[config.mk]
export PLATFORM = sky130hd
export DESIGN_NAME = ahb_cfg_top
export DESIGN_NICKNAME = d
export VERILOG_FILES = /design/src/common/ahb_cfg_pkg.sv /design/src/cfg_space/cfg_read_mux.sv /design/src/cfg_space/region_desc_table.sv /design/src/hdl/ahb_cfg_top.sv /design/src/hdl/ahb_xfer_ctrl.sv
export VERILOG_INCLUDE_DIRS = /design/src /design/src/common
export SDC_FILE = /design/constraint.sdc
export NUM_CORES = 1
export LEC_CHECK = 0
export ABC_AREA = 1
export ABC_CLOCK_PERIOD_IN_PS = 1800
export BUFFER_PORTS_ARGS = -buffer_cell sky130_fd_sc_hd__buf_4
export CAP_MARGIN = 0
export CORE_MARGIN = 1.5
export CORE_UTILIZATION = 40
export DETAILED_ROUTE_END_ITERATION = 6
export PLACE_DENSITY = 0.79
export SYNTH_ARGS = -nofsm -noshare
export SYNTH_HDL_FRONTEND = slang
export SYNTH_SLANG_ARGS = --single-unit
[constraint.sdc]
create_clock -name hclk -period 1.8 [get_ports hclk]
set_clock_uncertainty 0.05 [all_clocks]
set_input_delay 0.36 -clock hclk [delete_from_list [all_inputs] [get_ports hclk]]
set_output_delay 0.36 -clock hclk [all_outputs]
set_load 0.01 [all_outputs]
[src/common/ahb_cfg_defs.svh]
`ifndef AHB_CFG_DEFS_SVH
`define AHB_CFG_DEFS_SVH

// product id word, read at word 0
`define CFG_PRODUCT_ID     32'h0b57_1a03

`define CFG_ADDR_WIDTH     40            // system address width
`define CFG_NUM_SLV        8             // slave ports in the matrix
`define CFG_SLV_SUPPORT    8'b1011_0111  // bit k enables slave k

// ----------------------------------------------------------------------
// raw slave base addresses, masked in hardware
// ----------------------------------------------------------------------
`define CFG_SLV0_BASE      64'h0000_0000_0000_0000
`define CFG_SLV1_BASE      64'h0000_0000_8012_3456
`define CFG_SLV2_BASE      64'h0000_00f1_2340_0000
`define CFG_SLV3_BASE      64'h0000_0000_c000_0000
`define CFG_SLV4_BASE      64'hffff_ff80_0000_0000
`define CFG_SLV5_BASE      64'h0000_0000_e7ff_ffff
`define CFG_SLV6_BASE      64'h0000_0012_0000_0000
`define CFG_SLV7_BASE      64'h0000_1234_5678_9abc

// size codes, region is 2^(code+19) bytes
`define CFG_SLV0_SIZE      8'h0b
`define CFG_SLV1_SIZE      8'h05
`define CFG_SLV2_SIZE      8'h01
`define CFG_SLV3_SIZE      8'h09
`define CFG_SLV4_SIZE      8'h14
`define CFG_SLV5_SIZE      8'h00
`define CFG_SLV6_SIZE      8'h0d
`define CFG_SLV7_SIZE      8'h03

`define CFG_RAW_WORD       4             // word with write-then-read stall
`define CFG_DESC_WORD      64            // first descriptor word

`endif

[src/common/ahb_cfg_pkg.sv]
package ahb_cfg_pkg;

   // ----------------------------------------------------------------------
   // bus side
   // ----------------------------------------------------------------------
   typedef logic [31:0] haddr_t;      // ahb byte address
   typedef logic [31:0] hdata_t;      // one data word

   // ----------------------------------------------------------------------
   // configuration space addressing
   // ----------------------------------------------------------------------
   typedef logic [6:0]  word_idx_t;   // haddr[8:2]
   typedef logic [2:0]  page_t;       // haddr[11:9]
   typedef logic [9:0]  reg_addr_t;   // haddr[11:2]

   // descriptor fields
   typedef logic [43:0] slv_base_t;   // base address bits 63:20
   typedef logic [7:0]  slv_size_t;   // region size code

endpackage

[src/cfg_space/cfg_read_mux.sv]
`include "ahb_cfg_defs.svh"

module cfg_read_mux
   import ahb_cfg_pkg::*;
(
   input  logic      hclk,
   input  logic      hresetn,
   input  logic      rd_load,
   input  reg_addr_t rd_addr,
   input  hdata_t    desc_words [2*`CFG_NUM_SLV],
   output hdata_t    hrdata
);

   localparam int desc_aw = $clog2(2*`CFG_NUM_SLV);

   word_idx_t            word_idx;
   page_t                page;
   logic [desc_aw-1:0]   desc_sel;
   logic                 desc_hit;
   hdata_t               rd_word;

   assign word_idx = rd_addr[6:0];
   assign page     = rd_addr[9:7];

   // offset into the descriptor table
   assign desc_sel = desc_aw'(word_idx - word_idx_t'(`CFG_DESC_WORD));
   assign desc_hit = (word_idx >= word_idx_t'(`CFG_DESC_WORD)) &&
                     (word_idx <  word_idx_t'(`CFG_DESC_WORD + 2*`CFG_NUM_SLV));

   // ----------------------------------------------------------------------
   // word select, only page 0 is populated
   // ----------------------------------------------------------------------
   always_comb begin
      rd_word = '0;
      if (page == '0) begin
         if (word_idx == '0)
            rd_word = `CFG_PRODUCT_ID;
         else if (desc_hit)
            rd_word = desc_words[desc_sel];
      end
   end

   // read data stage, holds between loads
   always_ff @(posedge hclk or negedge hresetn) begin
      if (!hresetn)
         hrdata <= '0;
      else if (rd_load)
         hrdata <= rd_word;
   end

endmodule

[src/cfg_space/region_desc_table.sv]
`include "ahb_cfg_defs.svh"

module region_desc_table
   import ahb_cfg_pkg::*;
(
   output hdata_t desc_words [2*`CFG_NUM_SLV]
);

   // ----------------------------------------------------------------------
   // per-slave configuration, slave 0 in the low slot
   // ----------------------------------------------------------------------
   localparam logic [`CFG_NUM_SLV-1:0][63:0] base_cfg = {
      `CFG_SLV7_BASE, `CFG_SLV6_BASE, `CFG_SLV5_BASE, `CFG_SLV4_BASE,
      `CFG_SLV3_BASE, `CFG_SLV2_BASE, `CFG_SLV1_BASE, `CFG_SLV0_BASE
   };

   localparam logic [`CFG_NUM_SLV-1:0][7:0] size_cfg = {
      `CFG_SLV7_SIZE, `CFG_SLV6_SIZE, `CFG_SLV5_SIZE, `CFG_SLV4_SIZE,
      `CFG_SLV3_SIZE, `CFG_SLV2_SIZE, `CFG_SLV1_SIZE, `CFG_SLV0_SIZE
   };

   localparam logic [`CFG_NUM_SLV-1:0] support = `CFG_SLV_SUPPORT;

   // bits at or above the system address width never decode
   localparam logic [63:0] addr_keep = (64'd1 << `CFG_ADDR_WIDTH) - 64'd1;

   // ----------------------------------------------------------------------
   // descriptor pair per slave
   // ----------------------------------------------------------------------
   for (genvar k = 0; k < `CFG_NUM_SLV; k++) begin : g_slv
      // base must be aligned to the region size
      localparam int          shamt     = int'(size_cfg[k]) + 19;
      localparam logic [63:0] size_keep = ~64'd0 << shamt;

      slv_base_t base;
      slv_size_t size;

      assign size = size_cfg[k];
      assign base = slv_base_t'((base_cfg[k] & size_keep & addr_keep) >> 20);

      // low word: base[31:20], reserved, size code
      assign desc_words[2*k]   = support[k] ? {base[11:0], 12'h000, size} : '0;
      // high word: base[63:32]
      assign desc_words[2*k+1] = support[k] ? base[43:12] : '0;
   end

endmodule

[src/hdl/ahb_cfg_top.sv]
`include "ahb_cfg_defs.svh"

module ahb_cfg_top
   import ahb_cfg_pkg::*;
(
   input  logic       hclk,
   input  logic       hresetn,
   input  logic       hsel,
   input  logic [1:0] htrans,
   input  logic       hwrite,
   input  haddr_t     haddr,
   input  logic [2:0] hsize,      // only 32-bit transfers are served
   input  hdata_t     hwdata,     // read-only space, write data dropped
   input  logic       hready_in,
   output logic       hready,
   output logic [1:0] hresp,
   output hdata_t     hrdata
);

   logic      rd_load;
   reg_addr_t rd_addr;
   hdata_t    desc_words [2*`CFG_NUM_SLV];

   // address phase qualification and raw stall
   ahb_xfer_ctrl ahb_xfer_ctrl_i (
      .hclk      (hclk),
      .hresetn   (hresetn),
      .hsel      (hsel),
      .htrans    (htrans),
      .hwrite    (hwrite),
      .haddr     (haddr),
      .hready_in (hready_in),
      .hready    (hready),
      .hresp     (hresp),
      .rd_load   (rd_load),
      .rd_addr   (rd_addr)
   );

   // constant descriptor words
   region_desc_table region_desc_table_i (
      .desc_words (desc_words)
   );

   cfg_read_mux cfg_read_mux_i (
      .hclk       (hclk),
      .hresetn    (hresetn),
      .rd_load    (rd_load),
      .rd_addr    (rd_addr),
      .desc_words (desc_words),
      .hrdata     (hrdata)
   );

endmodule

[src/hdl/ahb_xfer_ctrl.sv]
`include "ahb_cfg_defs.svh"

module ahb_xfer_ctrl
   import ahb_cfg_pkg::*;
(
   input  logic       hclk,
   input  logic       hresetn,
   input  logic       hsel,
   input  logic [1:0] htrans,
   input  logic       hwrite,
   input  haddr_t     haddr,
   input  logic       hready_in,
   output logic       hready,
   output logic [1:0] hresp,
   output logic       rd_load,
   output reg_addr_t  rd_addr
);

   logic      xfer_ok;      // nonseq or seq, slave selected, bus ready
   logic      ren;
   logic      wen;
   logic      raw_hit;      // live address is the stall word
   logic      wr_raw_q;     // last accepted transfer wrote the stall word
   logic      stall_q;
   reg_addr_t haddr_q;      // address of the previous cycle

   // ----------------------------------------------------------------------
   // transfer qualification
   // ----------------------------------------------------------------------
   assign xfer_ok = hsel & hready_in & htrans[1];
   assign ren     = xfer_ok & ~hwrite;
   assign wen     = xfer_ok & hwrite;
   assign raw_hit = (haddr[11:2] == reg_addr_t'(`CFG_RAW_WORD));

   always_ff @(posedge hclk or negedge hresetn) begin
      if (!hresetn) begin
         wr_raw_q <= 1'b0;
         stall_q  <= 1'b0;
      end else begin
         wr_raw_q <= wen & raw_hit;
         stall_q  <= ren & raw_hit & wr_raw_q;  // read right behind the write
      end
   end

   // held for the replay in the stall cycle
   always_ff @(posedge hclk) begin
      haddr_q <= haddr[11:2];
   end

   // ----------------------------------------------------------------------
   // response and read request
   // ----------------------------------------------------------------------
   assign hready = ~stall_q;
   assign hresp  = 2'b00;                       // always okay

   assign rd_load = ren | stall_q;
   assign rd_addr = stall_q ? haddr_q : haddr[11:2];

endmodule

==> results.sh, run 1 <==
export IMPL_synth_edf_count=0
export IMPL_synth_compound_area_share_pct=5.91
export IMPL_reg2reg_from="ahb_xfer_ctrl_i.stall_q$_DFF_PN0_"
export IMPL_worstPathMaxFanout=13
export IMPL_yosysTopAreaCell="dfrtp_1"
export IMPL_cts_root_buf="clkbuf_8"
export IMPL_report_final_setup_viol=0
export IMPL_start_util_pct=43.1
export IMPL_grt_overflow_total=0
export IMPL_netlist_area_mm2=0.00148
export IMPL_synth_cells=192
export IMPL_hold_end="ahb_xfer_ctrl_i.haddr_q[9]$_DFF_P_"
export IMPL_timing_rr_end="cfg_read_mux_i.hrdata[2]$_DFFE_PN0P_"
export IMPL_fin_total_pwr_w=0.00150
export IMPL_cts_made_buffers=5
export IMPL_drv_cap=0
export IMPL_drive_gt1_share_pct=29.6
export IMPL_via_per_inst=4.38
export IMPL_numClockSinks=29
export IMPL_regArea_um2=677
export IMPL_die_width_um=63.9
export IMPL_synth_distinct_cells=26
export IMPL_stdcell_count=279
export IMPL_die_area_mm2=0.00408
export IMPL_drt_wl_total_um=2780
export IMPL_yosysMostFrequentCell="nand2_1"
export IMPL_yosysWarnings=0
export IMPL_first_global_vias=1078
export IMPL_ioPinCount=109
export IMPL_via_count=1223
export IMPL_start_kind="flop"
export IMPL_vdd_drop_max_v=0.000583
export IMPL_timing_final_max_slew_violations=0
export IMPL_min_from="haddr[11]"
export IMPL_max_stage_delay_ps=490
export IMPL_ant_nets=0
export IMPL_grt_total_usage_pct=15.5
export IMPL_multi_input_area_um2=604
export IMPL_drt_iter0_markers=48
export IMPL_ctsLongestPathBuffers=2
export IMPL_yosys_area_share_simple_pct=32.8
export IMPL_tns_ps=0
export IMPL_fin_crit_sh_pct=85.8
export IMPL_synth_top_cell_area_share_pct=32.1
export IMPL_synth_mux_area_share_pct=0
export IMPL_dieHeight_um=63.9
export IMPL_cts_htree_levels=2
export IMPL_cp_required_ps=1920
export IMPL_wire_per_inst_um=9.96
export IMPL_gp_congestion=0.912
export IMPL_post_cts_buffers=0
export IMPL_crit_type="flop to flop"
export IMPL_syn_avg_cell_area_um2=7.72
export IMPL_synthToLayoutAreaGrowth_pct=26.3
export IMPL_fin_area_mm2=0.00187
export IMPL_io_buffers=42
export IMPL_dp_hpwl_um=2200
export IMPL_arrival_ps=1660
export IMPL_coreArea_mm2=0.00344
export IMPL_status="finished, final reports clean"
export IMPL_antenna_found_initial=0
export IMPL_crit_family="simple AND/OR/NAND/NOR gates"
export IMPL_min_period_ps=1540
export IMPL_reg2reg_depth=8
export IMPL_cts_tree="yes"
export IMPL_dr_pass1_iters=4
export IMPL_rsz0062_at_grt="no"
export IMPL_r2r_slack_ps=260
export IMPL_power_density_mw_per_mm2=803
export IMPL_async_flop_share_pct=65.5
export IMPL_yosysSeqAreaShare_pct=45.6
export IMPL_synth_xor_area_share_pct=0
export IMPL_holdPathStages=1
export IMPL_drc=0
export IMPL_synth_area_leaders="dfrtp_1 32%, nand2_1 19%, dfxtp_1 14%"
export IMPL_synth_fa_ha_area_share_pct=0
export IMPL_clock_latency_ps=280
export IMPL_dp_cells=270
export IMPL_timing_critical_path_slowest_stage_cell="dfrtp_2"
export IMPL_rows=21
export IMPL_grt_pass1_wl_um=4840
export IMPL_placed_area_mm2=0.00175
export IMPL_leakage_nw=1.07
export IMPL_grt_max_degree=20
export IMPL_critical_path_buf_inv_count=1
export IMPL_critPathCaptureType="flop"
export IMPL_crit_chain="inv_4 -> nand2_1 -> nand2_1 -> nand2_1 -> nor2_2 -> nand2_1 -> nand2_1 -> o21ai_1"
export IMPL_hold_class="primary input to flop"
export IMPL_antenna_cells=0
export IMPL_ys_seq_elements=29
export IMPL_path_clk_slew_ps=60
export IMPL_path_common_cell="nand2_1"
export IMPL_fmax_ghz=0.648
export IMPL_finalNetCount=306
export IMPL_synth_main_ff_cell="dfrtp_1"
export IMPL_synth_top_family_by_area="simple AND/OR/NAND/NOR gates"
export IMPL_final_hold_violation_count=0
export IMPL_fillers=349
export IMPL_synth_common_cells="75 x nand2_1, 19 x dfrtp_1, 17 x buf_4"
-- stage by stage --
stage                     setup WS (ps)  hold slack (ps)  util, %
after floorplan                     424             14.4        -
after global placement              144              193     50.7
after detailed placement            136              193     50.7
after CTS                           122              135     54.4
after global routing               87.2              129     54.4
final                               256              140     54.4
-- what timing repair did --
action	CTS	global route
hold buffers	1	0
gates resized for setup	0	1
endpoints found under the setup margin	0	4
hold endpoints to repair	19	0
-- sequential cells by signal, summed over array words and instances (netlist names) --
signal,cells
ahb_xfer_ctrl_i.haddr_q,10
ahb_xfer_ctrl_i.stall_q,1
ahb_xfer_ctrl_i.wr_raw_q,1
cfg_read_mux_i.hrdata,17
-- layout make-up --
cell class	count	area share, %
repair buffers	46	18.6
flip-flops and latches	29	36.1
multi-input cells	132	32.3
well taps	46	3.07
clock buffers	7	4.61
inverters	18	3.74
clock inverters	1	1.60
-- per-layer routing --
layer / up-vias / wire length, um / track usage [%] / part of all wire (%)
met5: - / 0 / 0 / 0
met4: 0 / 57 / 7.34 / 2.1
met3: 5 / 157 / 5.28 / 5.6
met2: 31 / 1270 / 23.6 / 46
met1: 537 / 1300 / 19.6 / 47
li1: 650 / - / - / -
-- cell usage in the layout (no fill, tap or decap), drive strengths merged --
cell type / count
clkbuf: 7
nor2: 12
clkinv: 1
nand4: 3
conb: 8
o21ai: 10
buf: 45
dfrtp: 19
dlygate4sd3: 1
nand3: 14
nand2: 80
a21oi: 3
bufinv: 1
dfxtp: 10
inv: 17
nor3: 1
nor4: 1
-- how the worst max path moves through the flow --
| stage | cells after the start | slack (ps) | from | to |
|---|---|---|---|---|
| after floorplan | 9 | 420 | ahb_xfer_ctrl_i.stall_q$_DFF_PN0_ | cfg_read_mux_i.hrdata[2]$_DFFE_PN0P_ |
| after global placement | 9 | 140 | ahb_xfer_ctrl_i.stall_q$_DFF_PN0_ | cfg_read_mux_i.hrdata[24]$_DFFE_PN0P_ |
| after detailed placement | 9 | 140 | ahb_xfer_ctrl_i.stall_q$_DFF_PN0_ | cfg_read_mux_i.hrdata[24]$_DFFE_PN0P_ |
| after CTS | 9 | 120 | ahb_xfer_ctrl_i.stall_q$_DFF_PN0_ | cfg_read_mux_i.hrdata[24]$_DFFE_PN0P_ |
| after global routing | 9 | 90 | ahb_xfer_ctrl_i.stall_q$_DFF_PN0_ | cfg_read_mux_i.hrdata[24]$_DFFE_PN0P_ |
| final | 8 | 260 | ahb_xfer_ctrl_i.stall_q$_DFF_PN0_ | cfg_read_mux_i.hrdata[2]$_DFFE_PN0P_ |
-- report_power, final --
part,switching (W),internal [W]
clock,0.000231,0.000450
combinational,0.0000853,0.0000601
sequential,0.00000807,0.000669
total,0.000324,0.00118
-- cell families after synthesis --
group,Yosys count
compound gates,13
buf+inv,38
flops,29
other cells,1
simple gates,111
Note: power is estimated with default switching activity, not from simulation.
==> run 2: changes to the inputs <==
--- a/constraint.sdc
+++ b/constraint.sdc
@@ -4,2 +4,2 @@
 set_output_delay 0.36 -clock hclk [all_outputs]
-set_load 0.01 [all_outputs]
+set_load 0.1 [all_outputs]
==> results.sh, run 2 (synthesis gave the netlist of run 1 again) <==
export IMPL_ioPinCount=109
export IMPL_drc=0
export IMPL_grt_max_degree=20
export IMPL_report_final_setup_viol=0
export IMPL_status="finished, final reports clean"
export IMPL_first_global_vias=1135
export IMPL_drive_gt1_share_pct=29.6
export IMPL_arrival_ps=1250
export IMPL_p_switching_w=0.000455
export IMPL_grt_overflow_total=0
export IMPL_fin_ws_ps=140
export IMPL_numClockSinks=29
export IMPL_via_count=1246
export IMPL_largest_register="cfg_read_mux_i.hrdata"
export IMPL_holdPathStages=1
export IMPL_rsz0062_at_grt="no"
export IMPL_antenna_cells=0
export IMPL_cts_made_buffers=5
export IMPL_p_comb_share_pct=19.3
export IMPL_cts_tree="yes"
export IMPL_p_int_w=0.00100
export IMPL_die_width_um=63.9
export IMPL_min_period_ps=1660
export IMPL_finalNetCount=306
export IMPL_cts_root_buf="clkbuf_8"
export IMPL_use_met3_pct=4.93
export IMPL_dr_pass1_iters=4
export IMPL_crit_family="buffers and inverters"
export IMPL_coreArea_mm2=0.00344
export IMPL_crit_type="flop to primary output"
export IMPL_synthToLayoutAreaGrowth_pct=24.1
export IMPL_hold_class="primary input to flop"
export IMPL_final_common_cell="nand2_1"
export IMPL_gp_congestion=0.911
export IMPL_leakage_nw=1.05
export IMPL_fin_total_pwr_w=0.00145
export IMPL_busiest_layer="met2"
export IMPL_vdd_drop_max_v=0.000436
export IMPL_timing_final_max_slew_violations=0
export IMPL_reg2reg_depth=8
export IMPL_drt_wl_total_um=2790
export IMPL_ctsLongestPathBuffers=2
export IMPL_via_per_inst=4.47
export IMPL_swShare_pct=31.3
export IMPL_placed_area_mm2=0.00175
export IMPL_reg_top3="cfg_read_mux_i.hrdata x17, ahb_xfer_ctrl_i.haddr_q x10"
export IMPL_grtUsageMet2_pct=24.6
export IMPL_final_cell_mix="75 x nand2_1, 45 x buf_4, 17 x dfrtp_1, 15 x inv_1, 13 x nand3_1"
export IMPL_use_met1_pct=18.4
export IMPL_max_stage_delay_ps=480
export IMPL_power_density_mw_per_mm2=791
export IMPL_post_cts_buffers=0
export IMPL_dp_hpwl_um=2170
export IMPL_p_seq_share_pct=46.6
export IMPL_fin_area_mm2=0.00184
export IMPL_worstPathMaxFanout=13
export IMPL_drv_cap=0
export IMPL_critical_path_depth=2
export IMPL_antenna_found_initial=0
export IMPL_dieHeight_um=63.9
export IMPL_grt_pass1_wl_um=4800
export IMPL_clock_latency_ps=280
export IMPL_largest_reg_flops=17
export IMPL_grt_total_usage_pct=15.2
export IMPL_cp_required_ps=1390
export IMPL_pwr_share_clk_pct=34.1
export IMPL_drt_iter0_markers=52
export IMPL_pre_cts_slack_ps=145
export IMPL_wire_per_inst_um=10.0
export IMPL_ant_nets=0
export IMPL_start_kind="flop"
export IMPL_critical_path_buf_inv_count=2
export IMPL_critPathCaptureType="primary output"
export IMPL_fmax_ghz=0.602
export IMPL_final_hold_violation_count=0
export IMPL_path_clk_slew_ps=60
export IMPL_die_area_mm2=0.00408
export IMPL_tns_ps=0
export IMPL_timing_critical_path_slowest_stage_cell="dfrtp_2"
export IMPL_crit_chain="inv_4 -> buf_4"
export IMPL_rows=21
export IMPL_fin_crit_sh_pct=92.2
export IMPL_cts_htree_levels=2
export IMPL_start_util_pct=43.1
export IMPL_io_buffers=42
[run 2: final timing paths]
check | start | to | slack (ps)
worst max-delay path | ahb_xfer_ctrl_i.stall_q$_DFF_PN0_ | hready | 140
worst min-delay path | haddr[10] | ahb_xfer_ctrl_i.haddr_q[8]$_DFF_P_ | 140
worst max register to register | ahb_xfer_ctrl_i.stall_q$_DFF_PN0_ | cfg_read_mux_i.hrdata[2]$_DFFE_PN0P_ | 250
worst min register to register | cfg_read_mux_i.hrdata[29]$_DFFE_PN0P_ | cfg_read_mux_i.hrdata[29]$_DFFE_PN0P_ | 430
max in group asynchronous | hresetn | cfg_read_mux_i.hrdata[27]$_DFFE_PN0P_ | 1050
min in group asynchronous | hresetn | cfg_read_mux_i.hrdata[0]$_DFFE_PN0P_ | 440
[run 2: metal layers]
metal	vias up	part of all wire, %	wire, um
li1	648	-	-
met1	557	46	1270
met2	35	47	1310
met3	6	5.9	166
met4	0	1.5	43
met5	-	0	0
[run 2: per-stage QoR]
step	std cells	hold slack, ps	util [%]
2_1_floorplan	199	14.4	-
3_3_place_gp	270	191	50.7
3_5_place_dp	270	195	50.7
4_1_cts	279	135	53.4
5_1_grt	279	130	53.4
6_report	279	139	53.4
[run 2: final cells by class]
type | instances | area [um^2]
repair buffers | 46 | 348
multi-input cells | 132 | 604
clock buffers | 7 | 76.3
fillers | 365 | 1600
clock inverters | 1 | 5.00
inverters | 18 | 70.1
flip-flops and latches | 29 | 678
well taps | 46 | 57.6
[run 2: power by group through the flow]
stage          combinational [W]  sequential [W]  clock, W
2_1_floorplan           0.000163        0.000748         0
3_3_place_gp            0.000277        0.000688         0
3_5_place_dp            0.000280        0.000690         0
4_1_cts                 0.000282        0.000677  0.000509
5_1_grt                 0.000300        0.000679  0.000541
6_report                0.000281        0.000677  0.000496
[run 2: repair_timing]
action / 4_1_cts / 5_1_grt
hold endpoints to repair: 19 / 0
endpoints found under the setup margin: 0 / 4
hold buffers: 1 / 0
resized for setup: 0 / 1
[run 2: worst reg2reg max path: cells and delay by family (launching register included)]
kind                   cells  cell delay (ps)
AO/OA/AOI/OAI              1               70
buffers and inverters      1              170
flip-flops                 1              480
AND/OR/NAND/NOR            6              680
==> run 3: changes to the inputs <==
Settings changed: CORE_UTILIZATION 40 to 50, PLACE_DENSITY 0.79 to 0.69, RECOVER_POWER set to 100, SYNTH_HIERARCHICAL set to 1.
==> results.sh, run 3 <==
export IMPL_status="finished with violations"
export IMPL_failed_checks="negative setup slack"
export IMPL_holdPathStages=1
export IMPL_wire_per_inst_um=10.5
export IMPL_grt_pass1_wl_um=34500
export IMPL_timing_final_max_slew_violations=0
export IMPL_final_hold_violation_count=0
export IMPL_reg2reg_depth=9
export IMPL_cts_tree="yes"
export IMPL_worstPathMaxFanout=16
export IMPL_vdd_drop_max_v=0.000423
export IMPL_max_stage_delay_ps=430
export IMPL_yosysMostFrequentCell="nand2_1"
export IMPL_clock_latency_ps=310
export IMPL_cp_startpoint="ahb_xfer_ctrl_i/stall_q$_DFF_PN0_"
export IMPL_ctsLongestPathBuffers=2
export IMPL_timing_rr_end="cfg_read_mux_i/hrdata[1]$_DFFE_PN0P_"
export IMPL_largest_register="cfg_read_mux_i/hrdata"
export IMPL_synth_common_cells="730 x nand2_1, 530 x buf_4, 360 x nand3_1"
export IMPL_yosysTopAreaCell="buf_4"
export IMPL_die_area_mm2=0.0220
export IMPL_ant_nets=0
export IMPL_via_count=9100
export IMPL_netlist_area_mm2=0.0106
export IMPL_grt_overflow_total=0
export IMPL_ioPinCount=109
export IMPL_final_common_cell="nand2_1"
export IMPL_critPathCaptureType="flop"
export IMPL_reg2reg_from="ahb_xfer_ctrl_i/stall_q$_DFF_PN0_"
export IMPL_synthToLayoutAreaGrowth_pct=2.47
export IMPL_coreArea_mm2=0.0209
export IMPL_min_period_ps=1970
export IMPL_tns_ps=-3500
export IMPL_arrival_ps=2110
export IMPL_synth_area_leaders="buf_4 38%, nand2_1 26%, nand3_1 17%"
export IMPL_cts_made_buffers=5
export IMPL_fin_ws_ps=-167
export IMPL_fin_util_pct=51.9
export IMPL_cp_required_ps=1940
export IMPL_drt_iter0_markers=538
export IMPL_dp_hpwl_um=13300
export IMPL_cts_root_buf="clkbuf_16"
export IMPL_dp_cells=2163
export IMPL_multi_input_area_mm2=0.00723
export IMPL_synth_main_ff_cell="dfrtp_1"
export IMPL_cts_htree_levels=2
export IMPL_fmax_ghz=0.509
export IMPL_antenna_cells=0
export IMPL_ys_seq_elements=44
export IMPL_rsz0062_at_grt="yes"
export IMPL_timing_critical_path_slowest_stage_cell="dfrtp_2"
export IMPL_fillers=2113
export IMPL_drc=0
export IMPL_finalNetCount=2007
export IMPL_start_kind="flop"
export IMPL_via_per_inst=4.12
export IMPL_pre_cts_slack_ps=-101
export IMPL_yosysWarnings=6
export IMPL_io_buffers=48
export IMPL_leakage_nw=6.15
export IMPL_crit_type="flop to flop"
export IMPL_start_util_pct=50.6
export IMPL_drv_cap=0
export IMPL_rows=53
export IMPL_grt_total_usage_pct=18.8
export IMPL_max_slew_margin_pct=35.4
export IMPL_hold_end="ahb_xfer_ctrl_i/haddr_q[7]$_DFF_P_"
export IMPL_dieHeight_um=148
export IMPL_power_density_mw_per_mm2=364
export IMPL_crit_chain="buf_12 -> o21ai_4 -> clkbuf_16 -> clkbuf_16 -> nand3_1 -> nand3_1 -> nand3_2 -> nand3_2 -> nand2_1"
export IMPL_synth_top_cell_area_share_pct=37.6
export IMPL_dr_pass1_iters=5
export IMPL_synth_cells=1863
export IMPL_async_flop_share_pct=77.3
export IMPL_final_cell_mix="700 x nand2_1, 514 x conb_1, 341 x nand3_1, 77 x buf_4"
export IMPL_path_clk_slew_ps=80
export IMPL_grt_max_degree=60
export IMPL_drive_gt1_share_pct=14.3
export IMPL_synth_edf_count=0
export IMPL_drt_wl_total_um=23300
export IMPL_reg_top3="cfg_read_mux_i/hrdata x32, ahb_xfer_ctrl_i/haddr_q x10"
export IMPL_largest_reg_flops=32
export IMPL_gp_congestion=0.818
export IMPL_hold_class="primary input to flop"
export IMPL_first_global_vias=7527
export IMPL_die_width_um=148
export IMPL_numClockSinks=44
export IMPL_tightest_slew_ps=970
export IMPL_stdcell_count=2209
export IMPL_report_final_setup_viol=32
export IMPL_yosysSeqAreaShare_pct=9.94
export IMPL_r2r_slack_ps=-170
export IMPL_antenna_found_initial=0
export IMPL_syn_avg_cell_area_um2=5.68
export IMPL_min_from="haddr[9]"
export IMPL_fin_crit_sh_pct=109
export IMPL_synth_distinct_cells=21
export IMPL_regArea_mm2=0.00105
==> run 3: timing repair <==
action	4_1_cts	5_1_grt
pin swaps	1	47
setup buffers	4	14
gates resized for setup	29	91
gates cloned	1	18
endpoints found under the setup margin	32	32
endpoints found under the hold margin	10	0
hold buffers	1	0
==> run 3: layout make-up <==
type / count / share of cell area, %
inverter: 27 / 1.15
clock inverter: 2 / 0.358
tap: 275 / 3.18
multi-input combinational: 1679 / 66.8
timing repair inverter: 1 / 0.0808
timing repair buffer: 175 / 17.5
sequential: 44 / 9.71
clock buffer: 6 / 1.28
==> run 3: cells by family (layout without fill, tap and decap cells) <==
logic type	count (synthesis)	count (layout)	synth area share, %
AO/OA/AOI/OAI	58	58	2.75
buffers and inverters	651	211	43.4
flip-flops	44	44	9.94
other	3	514	0.106
AND/OR/NAND/NOR	1107	1107	43.9
==> run 3: power breakdown <==
| part | switching [W] | total [W] | internal [W] |
|---|---|---|---|
| logic | 0.00108 | 0.00175 | 0.000666 |
| clock network | 0.000482 | 0.00118 | 0.000699 |
| registers | 0.00000992 | 0.00102 | 0.00101 |
==> run 3: stage by stage <==
stage,area (um^2),hold WS [ps],power (W)
after floorplan,12500,14.4,0.00297
after global placement,9670,317,0.00249
after detailed placement,9670,322,0.00251
after CTS,10000,104,0.00374
after global routing,10800,131,0.00422
final,10800,129,0.00394
==> run 3: critical path: cells and delay by family (launching register included) <==
family	cells	cell delay [ps]
buffers and inverters	3	600
and+or+nand+nor	5	440
DFF	1	430
AOI/OAI and AO/OA	1	320
==> run 3: worst max-delay path by stage <==
stage / end / cells past startpoint
2_1_floorplan: cfg_read_mux_i/hrdata[0]$_DFFE_PN0P_ / 11
5_1_grt: cfg_read_mux_i/hrdata[14]$_DFFE_PN0P_ / 13
3_5_place_dp: cfg_read_mux_i/hrdata[26]$_DFFE_PN0P_ / 11
6_report: cfg_read_mux_i/hrdata[1]$_DFFE_PN0P_ / 9
3_3_place_gp: cfg_read_mux_i/hrdata[28]$_DFFE_PN0P_ / 10
4_1_cts: cfg_read_mux_i/hrdata[20]$_DFFE_PN0P_ / 12
==> run 3: layer usage <==
layer / track usage [%] / wire length (um)
met1: 24.6 / 10800
met2: 33.3 / 11000
met3: 2.27 / 1040
met4: 3.12 / 431
met5: 0 / 0
